`src/mem_pkg.sv`:
```
`default_nettype none

package mem_pkg;

  // ==============================
  // sizes
  // ==============================
  localparam int DATA_WIDTH      = 64;
  localparam int ADDR_WIDTH      = 12;
  localparam int MEM_WORDS       = 512;
  localparam int MASK_WIDTH      = DATA_WIDTH / 8;               // one bit per byte lane
  localparam int OFFSET_WIDTH    = $clog2(MASK_WIDTH);           // byte offset inside a word
  localparam int WORD_ADDR_WIDTH = ADDR_WIDTH - OFFSET_WIDTH;

  typedef logic [DATA_WIDTH-1:0]      data_t;
  typedef logic [ADDR_WIDTH-1:0]      addr_t;
  typedef logic [WORD_ADDR_WIDTH-1:0] word_addr_t;
  typedef logic [MASK_WIDTH-1:0]      mask_t;

  // ==============================
  // opcodes
  // ==============================
  typedef enum logic [4:0] {
    LB,
    LH,
    LW,
    LD,
    LBU,
    LHU,
    LWU,
    SB,
    SH,
    SW,
    SD,
    SM,
    LM,
    AMOSWAP_W,
    AMOADD_W,
    AMOXOR_W,
    AMOAND_W,
    AMOOR_W,
    AMOMIN_W,
    AMOMAX_W,
    AMOMINU_W,
    AMOMAXU_W,
    AMOSWAP_D,                     // double forms keep the same order as the word forms
    AMOADD_D,
    AMOXOR_D,
    AMOAND_D,
    AMOOR_D,
    AMOMIN_D,
    AMOMAX_D,
    AMOMINU_D,
    AMOMAXU_D
  } opcode_e;

endpackage

`default_nettype wire

```
`src/load_align.sv`:
```
`timescale 1ns/1ns
`default_nettype none

module load_align (
  input  wire mem_pkg::opcode_e opcode_i,
  input  wire mem_pkg::addr_t   addr_i,
  input  wire mem_pkg::mask_t   mask_i,
  input  wire mem_pkg::data_t   word_i,
  output mem_pkg::data_t        data_o
);

  logic [7:0]  byte_sel;
  logic [15:0] half_sel;
  logic [31:0] word_sel;

  // wider lanes ignore the finer address bits
  assign byte_sel = word_i[{addr_i[mem_pkg::OFFSET_WIDTH-1:0], 3'b000} +: 8];
  assign half_sel = word_i[{addr_i[2:1], 4'b0000} +: 16];
  assign word_sel = word_i[{addr_i[2], 5'b00000} +: 32];

  always_comb begin
    case (opcode_i)
      mem_pkg::LB:  data_o = {{(mem_pkg::DATA_WIDTH-8){byte_sel[7]}}, byte_sel};
      mem_pkg::LBU: data_o = {{(mem_pkg::DATA_WIDTH-8){1'b0}}, byte_sel};
      mem_pkg::LH:  data_o = {{(mem_pkg::DATA_WIDTH-16){half_sel[15]}}, half_sel};
      mem_pkg::LHU: data_o = {{(mem_pkg::DATA_WIDTH-16){1'b0}}, half_sel};
      mem_pkg::LWU: data_o = {{(mem_pkg::DATA_WIDTH-32){1'b0}}, word_sel};

      mem_pkg::LW, mem_pkg::AMOSWAP_W, mem_pkg::AMOADD_W, mem_pkg::AMOXOR_W,
      mem_pkg::AMOAND_W, mem_pkg::AMOOR_W, mem_pkg::AMOMIN_W, mem_pkg::AMOMAX_W,
      mem_pkg::AMOMINU_W, mem_pkg::AMOMAXU_W: begin
        data_o = {{(mem_pkg::DATA_WIDTH-32){word_sel[31]}}, word_sel};  // old value for atomics
      end

      mem_pkg::LD, mem_pkg::AMOSWAP_D, mem_pkg::AMOADD_D, mem_pkg::AMOXOR_D,
      mem_pkg::AMOAND_D, mem_pkg::AMOOR_D, mem_pkg::AMOMIN_D, mem_pkg::AMOMAX_D,
      mem_pkg::AMOMINU_D, mem_pkg::AMOMAXU_D: begin
        data_o = word_i;
      end

      mem_pkg::LM: begin
        for (int b = 0; b < mem_pkg::MASK_WIDTH; b++) begin
          data_o[8*b +: 8] = mask_i[b] ? word_i[8*b +: 8] : 8'h00;
        end
      end

      default: data_o = '0;  // stores and the masked store return zero
    endcase
  end

endmodule

`default_nettype wire

```
`config.mk`:
```
export PLATFORM = sky130hd
export DESIGN_NAME = load_align
export DESIGN_NICKNAME = d
export VERILOG_FILES = /design/src/mem_pkg.sv /design/src/load_align.sv
export SDC_FILE = /design/constraint.sdc
export NUM_CORES = 1
export LEC_CHECK = 0
export ABC_AREA = 1
export BUFFER_PORTS_ARGS = -buffer_cell sky130_fd_sc_hd__buf_2
export CORE_MARGIN = 2
export CORE_UTILIZATION = 57
export DETAILED_ROUTE_END_ITERATION = 8
export PLACE_DENSITY = 0.88
export SLEW_MARGIN = 20
export SYNTH_ARGS = -nofsm -noshare
export SYNTH_HDL_FRONTEND = slang
export SYNTH_SLANG_ARGS = --single-unit
```
`constraint.sdc`:
```
create_clock -name vclk -period 3.9
set_input_delay 0.585 -clock vclk [all_inputs]
set_output_delay 0.585 -clock vclk [all_outputs]
set_load 0.03 [all_outputs]
```
==> results.sh, run 1 <==
export IMPL_worstSetupEndpointType="output pin"
export IMPL_drv_cap=0
export IMPL_netlist_area_leader_share=0.3810
export IMPL_routed_wl_um=14550
export IMPL_regArea_sq_um=0
export IMPL_start_util=0.5873
export IMPL_synth_top_area_cell="nand2_1"
export IMPL_wl_per_cell_um=13.21
export IMPL_fin_crit_sh=0.8619
export IMPL_crit_type="in2out"
export IMPL_finalNetCount=1096
export IMPL_grt_start_max_net_pins=65
export IMPL_rsz0062_at_grt="false"
export IMPL_synth_seq_area_share=0
export IMPL_io_pin_count=153
export IMPL_syn_avg_cell_area_sq_um=4.337
export IMPL_dpl_worst_slack_ps=643.1
export IMPL_grt_pass1_vias=5059
export IMPL_drc=0
export IMPL_final_layout_size_suffix_gt1_frac=0.1781
export IMPL_finalSetupViolCount=0
export IMPL_postCtsHoldBufs=0
export IMPL_status="finished, final reports clean"
export IMPL_cp_arrival_ps=2780
export IMPL_grt_overflow=0
export IMPL_fmax_mhz=297.5
export IMPL_vdd_drop_max_uv=101.4
export IMPL_finalSetupTns_ps=0
export IMPL_maxSlewHeadroom=0.5290
export IMPL_synth_area_leaders="nand2_1 38%, nand3_1 16%, nand4_1 10%"
export IMPL_io_buffers=144
export IMPL_synthCells=920
export IMPL_ant_nets=0
export IMPL_via_per_inst=5.707
export IMPL_n_clock_buffer=0
export IMPL_global_route_usage_met2=0.5820
export IMPL_slew_viol_final=0
export IMPL_cp_cell_sequence="buf_2 -> inv_2 -> nand2_1 -> nand3_1 -> nand3_1 -> nand2_2 -> a21oi_4 -> buf_4 -> nand2_1 -> buf_2"
export IMPL_yosysWarningCount=0
export IMPL_synth_area_sq_mm=0.003990
export IMPL_use_met1=0.5204
export IMPL_first_pass_iters=5
export IMPL_cts_repair_resized=0
export IMPL_path_max_fanout=48
export IMPL_min_path_type="in2out"
export IMPL_powerDensity_mw_per_mm2=161.9
export IMPL_synth_distinct_cells=21
export IMPL_multi_input_area_sq_mm=0.003342
export IMPL_seq_cell_count=0
export IMPL_nFillCells=689
export IMPL_busiest_layer="met2"
export IMPL_area_growth_pct=15.58
export IMPL_core_area_sq_mm=0.006794
export IMPL_die_h_um=87.67
export IMPL_cts_setup_buffers=0
export IMPL_met3_usage=0.02828
export IMPL_slowest_stage="buf_4"
export IMPL_synth_nets=1009
export IMPL_critPathRequiredTime_ps=3310
export IMPL_leakage_nw=3.072
export IMPL_cp_start_kind="primary input"
export IMPL_die_w_um=87.67
export IMPL_vias=6283
export IMPL_critPathBufInv=4
export IMPL_grt_use_total=0.3670
export IMPL_tightestPinTransition_ps=704.0
export IMPL_die_area_sq_mm=0.007685
export IMPL_dpl_hpwl_um=10600
export IMPL_drtIter0Drc=741
export IMPL_rows=30
export IMPL_fin_crit_ps=3361
export IMPL_timing_final_ws_setup_ps=538.7
export IMPL_routabilityCongestion=1.022
export IMPL_grt_pass1_wl_um=23410
export IMPL_antenna_diode_count=0
export IMPL_hold_viol_final=0
export IMPL_cp_top_family="buffers and inverters"
export IMPL_hold_ws_ps=1667
export IMPL_slowest_delay_ps=440
export IMPL_antenna_found_initial=0
## power by group
group,switching (mW),internal (mW)
registers,0,0
clock network,0,0
logic,0.530,0.217
## worst paths after layout
path                      to  cells after the start  startpoint
setup / recovery  data_o[51]                     10   addr_i[1]
hold / removal    data_o[14]                      6  word_i[14]
## worst min-delay path: stages
cell and delay, ps:
buf_2 100, nand3_1 70, nand2_1 60, nor2_1 40
nand2_1 50, buf_2 180
## per-layer routing
layer | part of all wire | vias to the layer above | wire length, um
li1 | - | 3110 | -
met1 | 0.39 | 2699 | 5728
met2 | 0.44 | 431 | 6420
met3 | 0.13 | 43 | 1940
met4 | 0.031 | 0 | 455
met5 | 0 | - | 0
## cells in the final DEF, fill, tap and decap left out, drive strengths merged
cell and n:
nand3 129, nand4 64, buf 157, nand2 416, a21oi 22, o21ai 47, nor2 85, clkinv 1
inv 84
## cells in the mapped netlist
cell	count
nand2_1	405
nand3_1	128
nor2_1	83
inv_1	79
nand4_1	64
o21ai_0	46
clkbuf_1	32
buf_2	30
a21oi_1	21
nand2_2	11
buf_1	5
inv_2	5
buf_4	2
buf_6	2
a21oi_4	1
buf_8	1
clkinv_1	1
nand3_2	1
nor2_2	1
nor2_4	1
o21ai_2	1
## through the flow
step | area [sq um] | power [mW] | std cells | utilization
final | 4612 | 0.7465 | 1101 | 0.6788
after CTS | 4612 | 0.7367 | 1101 | 0.6788
after global placement | 4612 | 0.7263 | 1101 | 0.6788
after detailed placement | 4612 | 0.7343 | 1101 | 0.6788
after floorplan | 3990 | 0.5233 | 920 | -
after global routing | 4612 | 0.8194 | 1101 | 0.6788
## kinds of logic (layout without fill, tap and decap cells)
logic type / after synthesis / count (layout) / synth area share
AOI/OAI and AO/OA: 69 / 69 / 0.09031
buffers and inverters: 157 / 242 / 0.1656
and+or+nand+nor: 694 / 694 / 0.7441
## layout make-up
| cell class | count | share of cell area |
|---|---|---|
| tap | 96 | 0.02604 |
| timing repair buffer | 157 | 0.1801 |
| inverter | 85 | 0.06918 |
| multi-input combinational | 763 | 0.7246 |
Note: power is estimated with default switching activity, not from simulation.
==> inputs of run 2 (changes only) <==
- CAP_MARGIN: default -> 20
- CORE_UTILIZATION: 57 -> 45
- PLACE_DENSITY: 0.88 -> 0.71
- TNS_END_PERCENT: default -> 30
==> run 2 against run 1 <==
Effect of this change:
- critical path depth unchanged
- combinational power increased by 0.5%
- non-clock buffer count increased by 2
- sequential share of layout area unchanged
==> results.sh, run 2 (same netlist as run 1, synthesis figures left out) <==
export IMPL_status="finished, final reports clean"
export IMPL_slew_viol_final=0
export IMPL_critPathBufInv=3
export IMPL_grt_start_max_net_pins=65
export IMPL_regArea_sq_um=0
export IMPL_fin_crit_sh=0.7921
export IMPL_first_pass_iters=5
export IMPL_vdd_drop_max_uv=75.98
export IMPL_die_w_um=98.17
export IMPL_worst_hold_path_endpoint="data_o[17]"
export IMPL_finalSetupViolCount=0
export IMPL_rsz0062_at_grt="false"
export IMPL_slowest_delay_ps=540
export IMPL_vias=6160
export IMPL_die_area_sq_mm=0.009636
export IMPL_min_path_type="in2out"
export IMPL_final_cell_mix="405 x nand2_1, 144 x buf_2, 127 x nand3_1, 82 x nor2_1, 79 x inv_1"
export IMPL_drv_cap=0
export IMPL_tightestPinTransition_ps=761.3
export IMPL_final_layout_size_suffix_gt1_frac=0.1807
export IMPL_leakage_nw=3.085
export IMPL_worstSetupEndpointType="output pin"
export IMPL_cp_start_kind="primary input"
export IMPL_antenna_diode_count=0
export IMPL_maxSlewHeadroom=0.4906
export IMPL_io_pin_count=153
export IMPL_dpl_hpwl_um=11150
export IMPL_grt_pass1_vias=5140
export IMPL_die_h_um=98.17
export IMPL_powerDensity_mw_per_mm2=161.7
export IMPL_hold_depth=6
export IMPL_postCtsHoldBufs=0
export IMPL_via_per_inst=5.525
export IMPL_ant_nets=0
export IMPL_routabilityCongestion=0.9775
export IMPL_cp_arrival_ps=2500
export IMPL_drtIter0Drc=471
export IMPL_cts_repair_resized=0
export IMPL_finalNetCount=1098
export IMPL_nFillCells=1035
export IMPL_grt_use_total=0.2987
export IMPL_grt_pass1_wl_um=24760
export IMPL_fin_crit_ps=3089
export IMPL_cp_top_family="simple AND/OR/NAND/NOR gates"
export IMPL_wl_per_cell_um=13.56
export IMPL_place_inst=1115
export IMPL_final_cells=1115
export IMPL_routed_wl_um=15120
export IMPL_critPathRequiredTime_ps=3310
export IMPL_cts_setup_buffers=0
export IMPL_crit_path_frequent_cell="nand2_1"
export IMPL_fmax_mhz=323.7
export IMPL_rows=34
export IMPL_io_buffers=144
export IMPL_drc=0
export IMPL_cp_cell_sequence="buf_2 -> nand2_1 -> nand2_1 -> nand3_2 -> buf_12 -> nand4_1 -> nand2_1 -> nor2_1 -> nand2_1 -> buf_2"
export IMPL_grt_overflow=0
export IMPL_start_util=0.4598
export IMPL_path_max_fanout=33
export IMPL_final_common_cell="nand2_1"
export IMPL_hold_start="word_i[17]"
export IMPL_antenna_found_initial=0
export IMPL_n_clock_buffer=0
export IMPL_core_area_sq_mm=0.008678
export IMPL_finalSetupTns_ps=0
export IMPL_seq_cell_count=0
export IMPL_area_growth_pct=16.40
export IMPL_multi_input_area_sq_mm=0.003344
export IMPL_hold_viol_final=0
export IMPL_crit_type="in2out"
export IMPL_slowest_stage="nand3_2"
run 2: cell count changes in the layout (fill, tap and decap cells not counted):
cell    delta
buf_4      +2
nor2_1     -1
nor2_2     +1
run 2: final cells by class:
type | count | share of cell area
Multi-Input combinational cell | 763 | 0.7201
Timing Repair Buffer | 159 | 0.1821
Inverter | 85 | 0.06870
Tap cell | 108 | 0.02909
run 2: metal layers:
metal  up-vias  global-route usage  wire length, um
li1       3108                   -                -
met2       327              0.4742             6563
met3        35             0.03293             1788
met1      2690              0.4353             6382
met4         0             0.06533              389
met5         -                   0                0
run 2: worst max path at each step:
| stage | startpoint | endpoint | slack, ps | cells past startpoint |
|---|---|---|---|---|
| 6_report | opcode_i[2] | data_o[20] | 810 | 10 |
| 5_1_grt | opcode_i[2] | data_o[20] | 630 | 10 |
| 4_1_cts | opcode_i[2] | data_o[20] | 830 | 10 |
| 3_5_place_dp | opcode_i[2] | data_o[20] | 830 | 10 |
| 3_3_place_gp | opcode_i[2] | data_o[20] | 860 | 10 |
| 2_1_floorplan | opcode_i[0] | data_o[35] | 1670 | 7 |
run 2: where the power goes:
group	total [mW]	internal, mW	switching [mW]
registers	0	0	0
clock network	0	0	0
logic	0.751	0.219	0.532
total	0.751	0.219	0.532
run 2: per-stage QoR:
step | worst slack, ps | util | hold WS [ps] | total power, mW | area, sq um
floorplan | 1669 | - | 1461 | 0.5233 | 3990
global placement | 862.9 | 0.5352 | 1663 | 0.7387 | 4644
detailed placement | 832.7 | 0.5352 | 1662 | 0.7421 | 4644
CTS | 831.2 | 0.5352 | 1666 | 0.7446 | 4644
global route | 626.5 | 0.5352 | 1705 | 0.8240 | 4644
finish | 810.8 | 0.5352 | 1666 | 0.7509 | 4644
run 2: tightest hold or removal path: stages:
cell	delay, ps
buf_2	100
nand3_1	70
nand2_1	60
nor2_1	40
nand2_1	50
buf_2	180
