<file path="config.mk">
export PLATFORM = sky130hd
export DESIGN_NAME = mem_access_ctrl
export DESIGN_NICKNAME = d
export VERILOG_FILES = /design/src/mem_pkg.sv /design/src/mem_access_ctrl.sv
export SDC_FILE = /design/constraint.sdc
export NUM_CORES = 1
export LEC_CHECK = 0
export BUFFER_PORTS_ARGS = -buffer_cell sky130_fd_sc_hd__buf_2
export CAP_MARGIN = 10
export CORE_AREA = 2 2 235 237
export CTS_BUF_LIST = sky130_fd_sc_hd__clkbuf_8
export DETAILED_ROUTE_END_ITERATION = 10
export DIE_AREA = 0 0 237 239
export PLACE_DENSITY = 0.46
export SYNTH_ARGS = -nofsm -noshare
export SYNTH_HDL_FRONTEND = slang
export SYNTH_SLANG_ARGS = --single-unit
export TNS_END_PERCENT = 5
</file>
<file path="constraint.sdc">
create_clock -name clk_i -period 11.45 [get_ports clk_i]
set_input_delay 1.7175 -clock clk_i [delete_from_list [all_inputs] [get_ports clk_i]]
set_output_delay 1.7175 -clock clk_i [all_outputs]
set_load 0.02 [all_outputs]
</file>
<file path="src/mem_pkg.sv">
`default_nettype none

package mem_pkg;

  // ==============================
  // sizes
  // ==============================
  localparam int DATA_WIDTH      = 64;
  localparam int ADDR_WIDTH      = 12;
  localparam int MEM_WORDS       = 512;
  localparam int MASK_WIDTH      = DATA_WIDTH / 8;               // one bit per byte lane
  localparam int OFFSET_WIDTH    = $clog2(MASK_WIDTH);           // byte offset inside a word
  localparam int WORD_ADDR_WIDTH = ADDR_WIDTH - OFFSET_WIDTH;

  typedef logic [DATA_WIDTH-1:0]      data_t;
  typedef logic [ADDR_WIDTH-1:0]      addr_t;
  typedef logic [WORD_ADDR_WIDTH-1:0] word_addr_t;
  typedef logic [MASK_WIDTH-1:0]      mask_t;

  // ==============================
  // opcodes
  // ==============================
  typedef enum logic [4:0] {
    LB,
    LH,
    LW,
    LD,
    LBU,
    LHU,
    LWU,
    SB,
    SH,
    SW,
    SD,
    SM,
    LM,
    AMOSWAP_W,
    AMOADD_W,
    AMOXOR_W,
    AMOAND_W,
    AMOOR_W,
    AMOMIN_W,
    AMOMAX_W,
    AMOMINU_W,
    AMOMAXU_W,
    AMOSWAP_D,                     // double forms keep the same order as the word forms
    AMOADD_D,
    AMOXOR_D,
    AMOAND_D,
    AMOOR_D,
    AMOMIN_D,
    AMOMAX_D,
    AMOMINU_D,
    AMOMAXU_D
  } opcode_e;

endpackage

`default_nettype wire

</file>
<file path="src/mem_access_ctrl.sv">
`timescale 1ns/1ns
`default_nettype none

module mem_access_ctrl (
  input  wire                      clk_i,
  input  wire                      reset_i,
  input  wire                      v_i,
  input  wire mem_pkg::opcode_e    opcode_i,
  input  wire mem_pkg::addr_t      addr_i,
  input  wire mem_pkg::data_t      data_i,
  input  wire mem_pkg::mask_t      mask_i,
  output logic                     ready_o,
  output logic                     v_o,
  output mem_pkg::data_t           data_o,
  input  wire                      yumi_i,
  output mem_pkg::word_addr_t      rd_addr_o,
  input  wire mem_pkg::data_t      rd_data_i,
  output logic                     wr_en_o,
  output mem_pkg::word_addr_t      wr_addr_o,
  output mem_pkg::data_t           wr_data_o,
  output mem_pkg::mask_t           wr_mask_o,
  output mem_pkg::opcode_e         s2_opcode_o,
  output mem_pkg::addr_t           s2_addr_o,
  output mem_pkg::data_t           s2_data_o,
  output mem_pkg::mask_t           s2_mask_o,
  output mem_pkg::data_t           s2_word_o,
  input  wire mem_pkg::data_t      load_i,
  input  wire                      st_en_i,
  input  wire mem_pkg::data_t      st_data_i,
  input  wire mem_pkg::mask_t      st_mask_i
);

  logic                s1_v;
  mem_pkg::opcode_e    s1_opcode;
  mem_pkg::addr_t      s1_addr;
  mem_pkg::data_t      s1_data;
  mem_pkg::mask_t      s1_mask;
  mem_pkg::word_addr_t s1_idx;

  logic                fwd_v;
  mem_pkg::word_addr_t fwd_idx;
  mem_pkg::data_t      fwd_word;
  mem_pkg::data_t      new_word;

  logic                clearing;
  mem_pkg::word_addr_t clear_idx;

  logic                accept;
  logic                s2_adv;

  // ==============================
  // handshakes
  // ==============================
  assign s2_adv  = s1_v & (~v_o | yumi_i);        // output register empty or drained now
  assign ready_o = ~clearing & (~s1_v | s2_adv);
  assign accept  = v_i & ready_o;

  assign s1_idx    = s1_addr[mem_pkg::ADDR_WIDTH-1:mem_pkg::OFFSET_WIDTH];
  assign rd_addr_o = accept ? addr_i[mem_pkg::ADDR_WIDTH-1:mem_pkg::OFFSET_WIDTH] : s1_idx;

  assign s2_opcode_o = s1_opcode;
  assign s2_addr_o   = s1_addr;
  assign s2_data_o   = s1_data;
  assign s2_mask_o   = s1_mask;
  assign s2_word_o   = (fwd_v && fwd_idx == s1_idx) ? fwd_word : rd_data_i;

  // ==============================
  // RAM write port
  // ==============================
  assign wr_en_o   = clearing | (s2_adv & st_en_i);  // an atomic stalled in stage 2 writes once
  assign wr_addr_o = clearing ? clear_idx : s1_idx;
  assign wr_data_o = clearing ? '0 : st_data_i;
  assign wr_mask_o = clearing ? '1 : st_mask_i;

  // full content of the word after this cycle's write
  always_comb begin
    for (int b = 0; b < mem_pkg::MASK_WIDTH; b++) begin
      new_word[8*b +: 8] = wr_mask_o[b] ? wr_data_o[8*b +: 8] : s2_word_o[8*b +: 8];
    end
  end

  always_ff @(posedge clk_i) begin
    if (reset_i) begin
      s1_v     <= 1'b0;
      fwd_v    <= 1'b0;
      v_o      <= 1'b0;
      clearing <= 1'b1;
      clear_idx <= '0;
    end else begin
      s1_v  <= accept | (s1_v & ~s2_adv);
      fwd_v <= wr_en_o;
      v_o   <= s2_adv | (v_o & ~yumi_i);
      if (clearing) begin
        clear_idx <= clear_idx + 1'b1;
        if (clear_idx == mem_pkg::word_addr_t'(mem_pkg::MEM_WORDS - 1)) begin
          clearing <= 1'b0;
        end
      end
    end
  end

  always_ff @(posedge clk_i) begin
    if (accept) begin
      s1_opcode <= opcode_i;
      s1_addr   <= addr_i;
      s1_data   <= data_i;
      s1_mask   <= mask_i;
    end
    if (wr_en_o) begin
      fwd_idx  <= wr_addr_o;
      fwd_word <= new_word;
    end
    if (s2_adv) begin
      data_o <= load_i;
    end
  end

endmodule

`default_nettype wire

</file>
==> results of run 1 <==
-- state kept, by name, indices dropped and copies added (netlist names) --
register and flops:
clear_idx 9, clearing 1, fwd_idx 9, s1_v 1
s2_data_o 64, v_o 1, fwd_v 1, s2_opcode_o 5
s2_mask_o 8, s2_addr_o 12, fwd_word 64, data_o 64
-- cell type report --
class                      count  area (µm²)  area share
sequential                   239        7050       0.454
multi-input combinational    467        3600       0.232
timing repair buffer         619        3140       0.202
tap                          704         881      0.0567
clock buffer                  46         633      0.0407
clock inverter                38         186      0.0120
inverter                      10        38.8     0.00250
antenna                        3        7.51    0.000483
-- cell families after synthesis --
family	after synthesis	share of synthesized area
compound gates	200	0.142
xor+xnor	14	0.0111
fa+ha+maj	2	0.00227
buf+inv	87	0.0346
flops	239	0.641
mux	84	0.0858
simple gates	167	0.0833
-- power by group --
part / switching, mW / internal (mW) / total, mW
clock network: 0.388 / 0.380 / 0.769
registers: 0.00187 / 0.953 / 0.955
logic: 0.0649 / 0.0575 / 0.122
total: 0.455 / 1.39 / 1.85
-- worst paths after layout --
kind	startpoint	endpoint	slack, ns	cells past startpoint
hold reg to reg	s1_v	s1_v	0.49	2
hold / removal	s1_v	s1_v	0.49	2
setup / recovery	s2_addr_o[5]	s2_word_o[0]	6.10	6
setup reg to reg	s2_addr_o[11]	fwd_word[48]	8.22	6
-- stage by stage --
step | hold slack (ns) | std cells | util
2_1_floorplan | 0.448 | 793 | -
3_3_place_gp | 0.484 | 2039 | 0.271
3_5_place_dp | 0.489 | 2039 | 0.271
4_1_cts | 0.500 | 2123 | 0.286
5_1_grt | 0.517 | 2125 | 0.286
6_report | 0.494 | 2126 | 0.286
-- worst max-delay path: cells and delay by family, from the launching register on --
family	cells	cell delay [ns]
muxes	1	0.42
DFF	1	0.46
buffers and inverters	2	0.92
and+or+nand+nor	2	0.85
xor gates and xnor gates	1	0.27
-- metal layers --
metal / global-route usage / wire length [µm] / vias to the layer above
met4: 0.0447 / 873 / 6
met3: 0.0401 / 2830 / 66
met1: 0.163 / 16800 / 4659
met5: 0 / 36 / -
met2: 0.237 / 20900 / 374
li1: - / - / 4387
-- layout by cell type (no fill, tap or decap), types with 3 or more instances in the layout --
cell type,instances
nand3_1,65
nor2b_1,66
edfxtp_1,226
nor2_2,3
nand2_1,5
clkbuf_8,46
a32oi_1,64
diode_2,3
mux2_2,76
inv_1,24
mux2_1,6
xnor2_1,10
clkinv_2,7
clkinv_1,13
a21oi_1,4
o211ai_1,128
nand4_1,5
nor2_1,15
dfxtp_1,12
buf_2,603
buf_4,16
xor2_1,4
==> results.py, run 1 <==
metrics = {
    "layout": {
        "drive_gt1_frac": 0.537,
        "area_growth_pct": 41.3,
        "fillers": 5727,
        "design_area_um2": 15500,
        "final_nets": 1679,
    },
    "synthesis": {
        "ys_ff_latch": 239,
        "synth_top_area_frac": 0.617,
        "syn_nets": 1089,
        "yosysWarnings": 0,
        "ys_seq_area_frac": 0.641,
        "post-synth-top-count-cell": "edfxtp_1",
        "yosys.cell_types.count": 28,
        "postSynthCellCount": 793,
        "syn_area_per_cell_um2": 13.9,
        "synth_top_cell_by_area": "edfxtp_1",
        "synth.area.top_cells": "edfxtp_1 (62%), o211ai_1 (8.7%), mux2_2 (7.8%), a32oi_1 (5.1%), nor2b_1 (3.8%)",
        "syn_area_um2": 11000,
        "synth_flop_cell": "edfxtp_1",
        "ys_async_sr_fraction": 0,
        "synth_commonest_cells": "edfxtp_1 (226), o211ai_1 (128), mux2_2 (76), nor2b_1 (67), nand3_1 (65)",
        "synth_edf_count": 226,
    },
    "drt": {
        "drt_iter0_markers": 515,
        "drc": 0,
        "finalWirelength_um": 41500,
        "vias_per_cell": 4.46,
        "wire_per_inst_um": 19.5,
        "ant_nets": 0,
        "vias": 9492,
        "first_pass_iters": 5,
    },
    "clocking": {
        "cts_max_level": 2,
        "cts-root-buf": "clkbuf_8",
        "numCtsBuffers": 46,
        "cts.sinks": 239,
        "insertion_delay_ns": 0.61,
        "clk_pin_slew_ns": 0.05,
        "post-cts-setup-buffer-count": 0,
        "cts_resized": 0,
        "ctsLongestPathBuffers": 3,
        "cts_tree": "done",
        "cts_hold_buf": 0,
    },
    "critical_path": {
        "max_stage_delay_ns": 0.75,
        "cp.arrival_ns": 3.64,
        "cp-end-kind": "output port",
        "start_kind": "flop",
        "worst-setup-path-type": "reg2out",
        "critPathMaxFanout": 66,
        "worst_path_max_delay_cell": "buf_4",
        "crit_chain": "xnor2_1 -> nand2_4 -> nor3_4 -> buf_4 -> mux2_2 -> buf_2",
        "crit_required_ns": 9.73,
    },
    "grt": {
        "grt_pass1_wl_um": 58800,
        "first_global_vias": 9311,
        "grt_antenna_before_repair": 5,
        "grt-ovfl-total": 0,
        "grt_util_all_layers": 0.137,
        "grt_max_degree": 79,
    },
    "floorplanning": {
        "die_x_um": 237,
        "die_y_um": 239,
        "initial_core_util": 0.202,
        "io_pins": 604,
        "die_area_um2": 56600,
        "num_rows": 86,
        "core_um2": 54300,
    },
    "placement": {
        "place_congestion": 0.786,
        "placed_cell_area_um2": 14700,
        "place.detailed.hpwl_um": 29600,
        "portBuffers": 603,
        "dpl_worst_slack_ns": 6.14,
    },
    "timing": {
        "slew_headroom": 0.304,
        "final.setup_skew_ns": 0.0265,
        "fmax_ghz": 0.187,
        "drv_slew": 0,
        "period_share": 0.468,
        "setup_viol": 0,
        "hold_violations": 0,
        "tightest_slew_ns": 1.04,
        "period_needed_ns": 5.35,
        "rsz0062_at_grt": "no",
        "fin_tns_setup_ns": 0,
        "setup_ws_ns": 6.10,
    },
    "status": {
        "status": "completed",
    },
    "power_and_ir_drop": {
        "power.total_mw": 1.85,
        "p_leak_nw": 6.16,
        "vdd_ir_drop_max_v": 0.0000927,
        "power.density_nw_per_um2": 119,
    },
    "min_path": {
        "hold_class": "reg2reg",
    },
    "flow_run": {
        "cap_violations": 0,
    },
}
(Power assumes the default switching activity.)
==> inputs of run 2 (changes only) <==
CORE_AREA = 2 2 237 239   (was 2 2 235 237)
DIE_AREA = 0 0 239 241   (was 0 0 237 239)
PLACE_DENSITY = 0.45   (was 0.46)
clock period = 5.11 ns   (was 11.45 ns; I/O delays follow)
==> results.py, run 2 (synthesis gave the netlist of run 1 again) <==
metrics = {
    "timing": {
        "fmax_ghz": 0.253,
        "slew_headroom": 0.222,
        "rsz0062_at_grt": "no",
        "setup_ws_ns": 1.16,
        "period_needed_ns": 3.95,
        "setup_viol": 0,
        "period_share": 0.773,
        "final.setup_skew_ns": 0.0303,
        "hold_ws_ns": 0.318,
        "tightest_slew_ns": 1.17,
        "fin_tns_setup_ns": 0,
        "hold_violations": 0,
        "drv_slew": 0,
    },
    "critical_path": {
        "crit_path_end": "s2_word_o[30]",
        "max_stage_delay_ns": 0.63,
        "critPathMaxFanout": 57,
        "r2r_slack_ns": 1.87,
        "worst-setup-path-type": "reg2out",
        "crit_chain": "xnor2_1 -> nand4_1 -> buf_4 -> nor3_4 -> buf_4 -> mux2_2 -> buf_2",
        "crit_buf_inv": 3,
        "r2r-end": "fwd_word[28]",
        "start_kind": "flop",
        "crit_start": "s2_addr_o[4]",
        "cp-end-kind": "output port",
        "cp_top_family": "buffers and inverters",
        "crit_path_frequent_cell": "buf_4",
        "worst_path_max_delay_cell": "buf_4",
        "cp.arrival_ns": 3.18,
        "r2r_cells": 6,
        "crit_required_ns": 4.34,
        "crit_cells": 7,
        "r2r_start": "s2_addr_o[11]",
    },
    "layout": {
        "fin_util": 0.286,
        "design_area_um2": 15700,
        "fillers": 5748,
        "area_growth_pct": 42.6,
        "drive_gt1_frac": 0.543,
        "layout_common_cells": "buf_2 (603), edfxtp_1 (226), o211ai_1 (128), mux2_2 (76), nor2b_1 (66)",
        "final_cells": 2128,
        "final_common_cell": "buf_2",
        "final_nets": 1684,
    },
    "grt": {
        "grt_antenna_before_repair": 1,
        "grt_util_all_layers": 0.141,
        "grt_pass1_wl_um": 61200,
        "first_global_vias": 9569,
        "grt-ovfl-total": 0,
        "grt_max_degree": 90,
    },
    "floorplanning": {
        "die_y_um": 241,
        "die_area_um2": 57600,
        "initial_core_util": 0.200,
        "core_um2": 54900,
        "die_x_um": 239,
        "io_pins": 604,
        "num_rows": 86,
    },
    "drt": {
        "first_pass_iters": 4,
        "vias": 9560,
        "wire_per_inst_um": 20.3,
        "finalWirelength_um": 43300,
        "vias_per_cell": 4.49,
        "drt_iter0_markers": 498,
        "drc": 0,
        "ant_nets": 0,
    },
    "placement": {
        "portBuffers": 603,
        "place.detailed.hpwl_um": 31400,
        "place_congestion": 0.816,
        "dpl_worst_slack_ns": 1.70,
        "placed_cell_area_um2": 14800,
        "placedCellCount": 2044,
    },
    "clocking": {
        "post-cts-setup-buffer-count": 0,
        "cts_tree": "done",
        "insertion_delay_ns": 0.62,
        "cts.sinks": 239,
        "numCtsBuffers": 46,
        "cts_hold_buf": 0,
        "ctsLongestPathBuffers": 3,
        "clk_pin_slew_ns": 0.06,
        "cts_resized": 0,
        "cts-root-buf": "clkbuf_8",
        "cts_max_level": 2,
    },
    "min_path": {
        "worst_hold_path.num_cells": 1,
        "hold_class": "in2reg",
    },
    "status": {
        "status": "completed",
    },
    "power_and_ir_drop": {
        "vdd_ir_drop_max_v": 0.000217,
        "p_leak_nw": 6.22,
        "power.total_mw": 4.40,
        "power.density_nw_per_um2": 281,
    },
    "flow_run": {
        "cap_violations": 0,
    },
}
[run 2: cell types whose count changed in the layout (fill, tap and decap cells not counted)]
cell / before / now
clkinv_1: 13 / 12
diode_2: 3 / 1
clkbuf_8: 46 / 47
bufinv_16: 0 / 4
inv_1: 24 / 19
buf_4: 16 / 21
[run 2: worst reg2reg max path, cell delays in order (launching register included)]
cell and delay, ns:
edfxtp_1 0.44, xnor2_1 0.16, nand4_1 0.17, buf_4 0.71
or2_2 0.62, buf_4 0.61, o211ai_1 0.23
[run 2: cell type report]
class                   instances  area [µm²]  share of cell area
flip-flops and latches        239        7050               0.450
multi-input cells             467        3600               0.230
repair buffers                624        3180               0.202
well taps                     704         881              0.0562
clock buffers                  47         647              0.0412
clock inverters                36         284              0.0181
inverters                      10        38.8             0.00247
diodes                          1        2.50            0.000160
[run 2: worst min path at each step]
| stage | start | to | slack (ns) |
|---|---|---|---|
| finish | data_i[55] | s2_data_o[55] | 0.32 |
| global route | mask_i[3] | s2_mask_o[3] | 0.26 |
| CTS | data_i[39] | s2_data_o[39] | 0.25 |
| detailed placement | s1_v | s1_v | 0.49 |
| global placement | s1_v | s1_v | 0.47 |
| floorplan | s1_v | s1_v | 0.45 |
[run 2: per-layer routing]
layer  part of all wire  GRT usage
met5                  0          0
met4              0.021     0.0449
met3              0.063     0.0310
met2               0.50      0.242
met1               0.41      0.175
[run 2: report_power, final]
group	internal, mW	switching, mW
clock network	1.07	0.911
registers	2.14	0.00436
logic	0.130	0.148
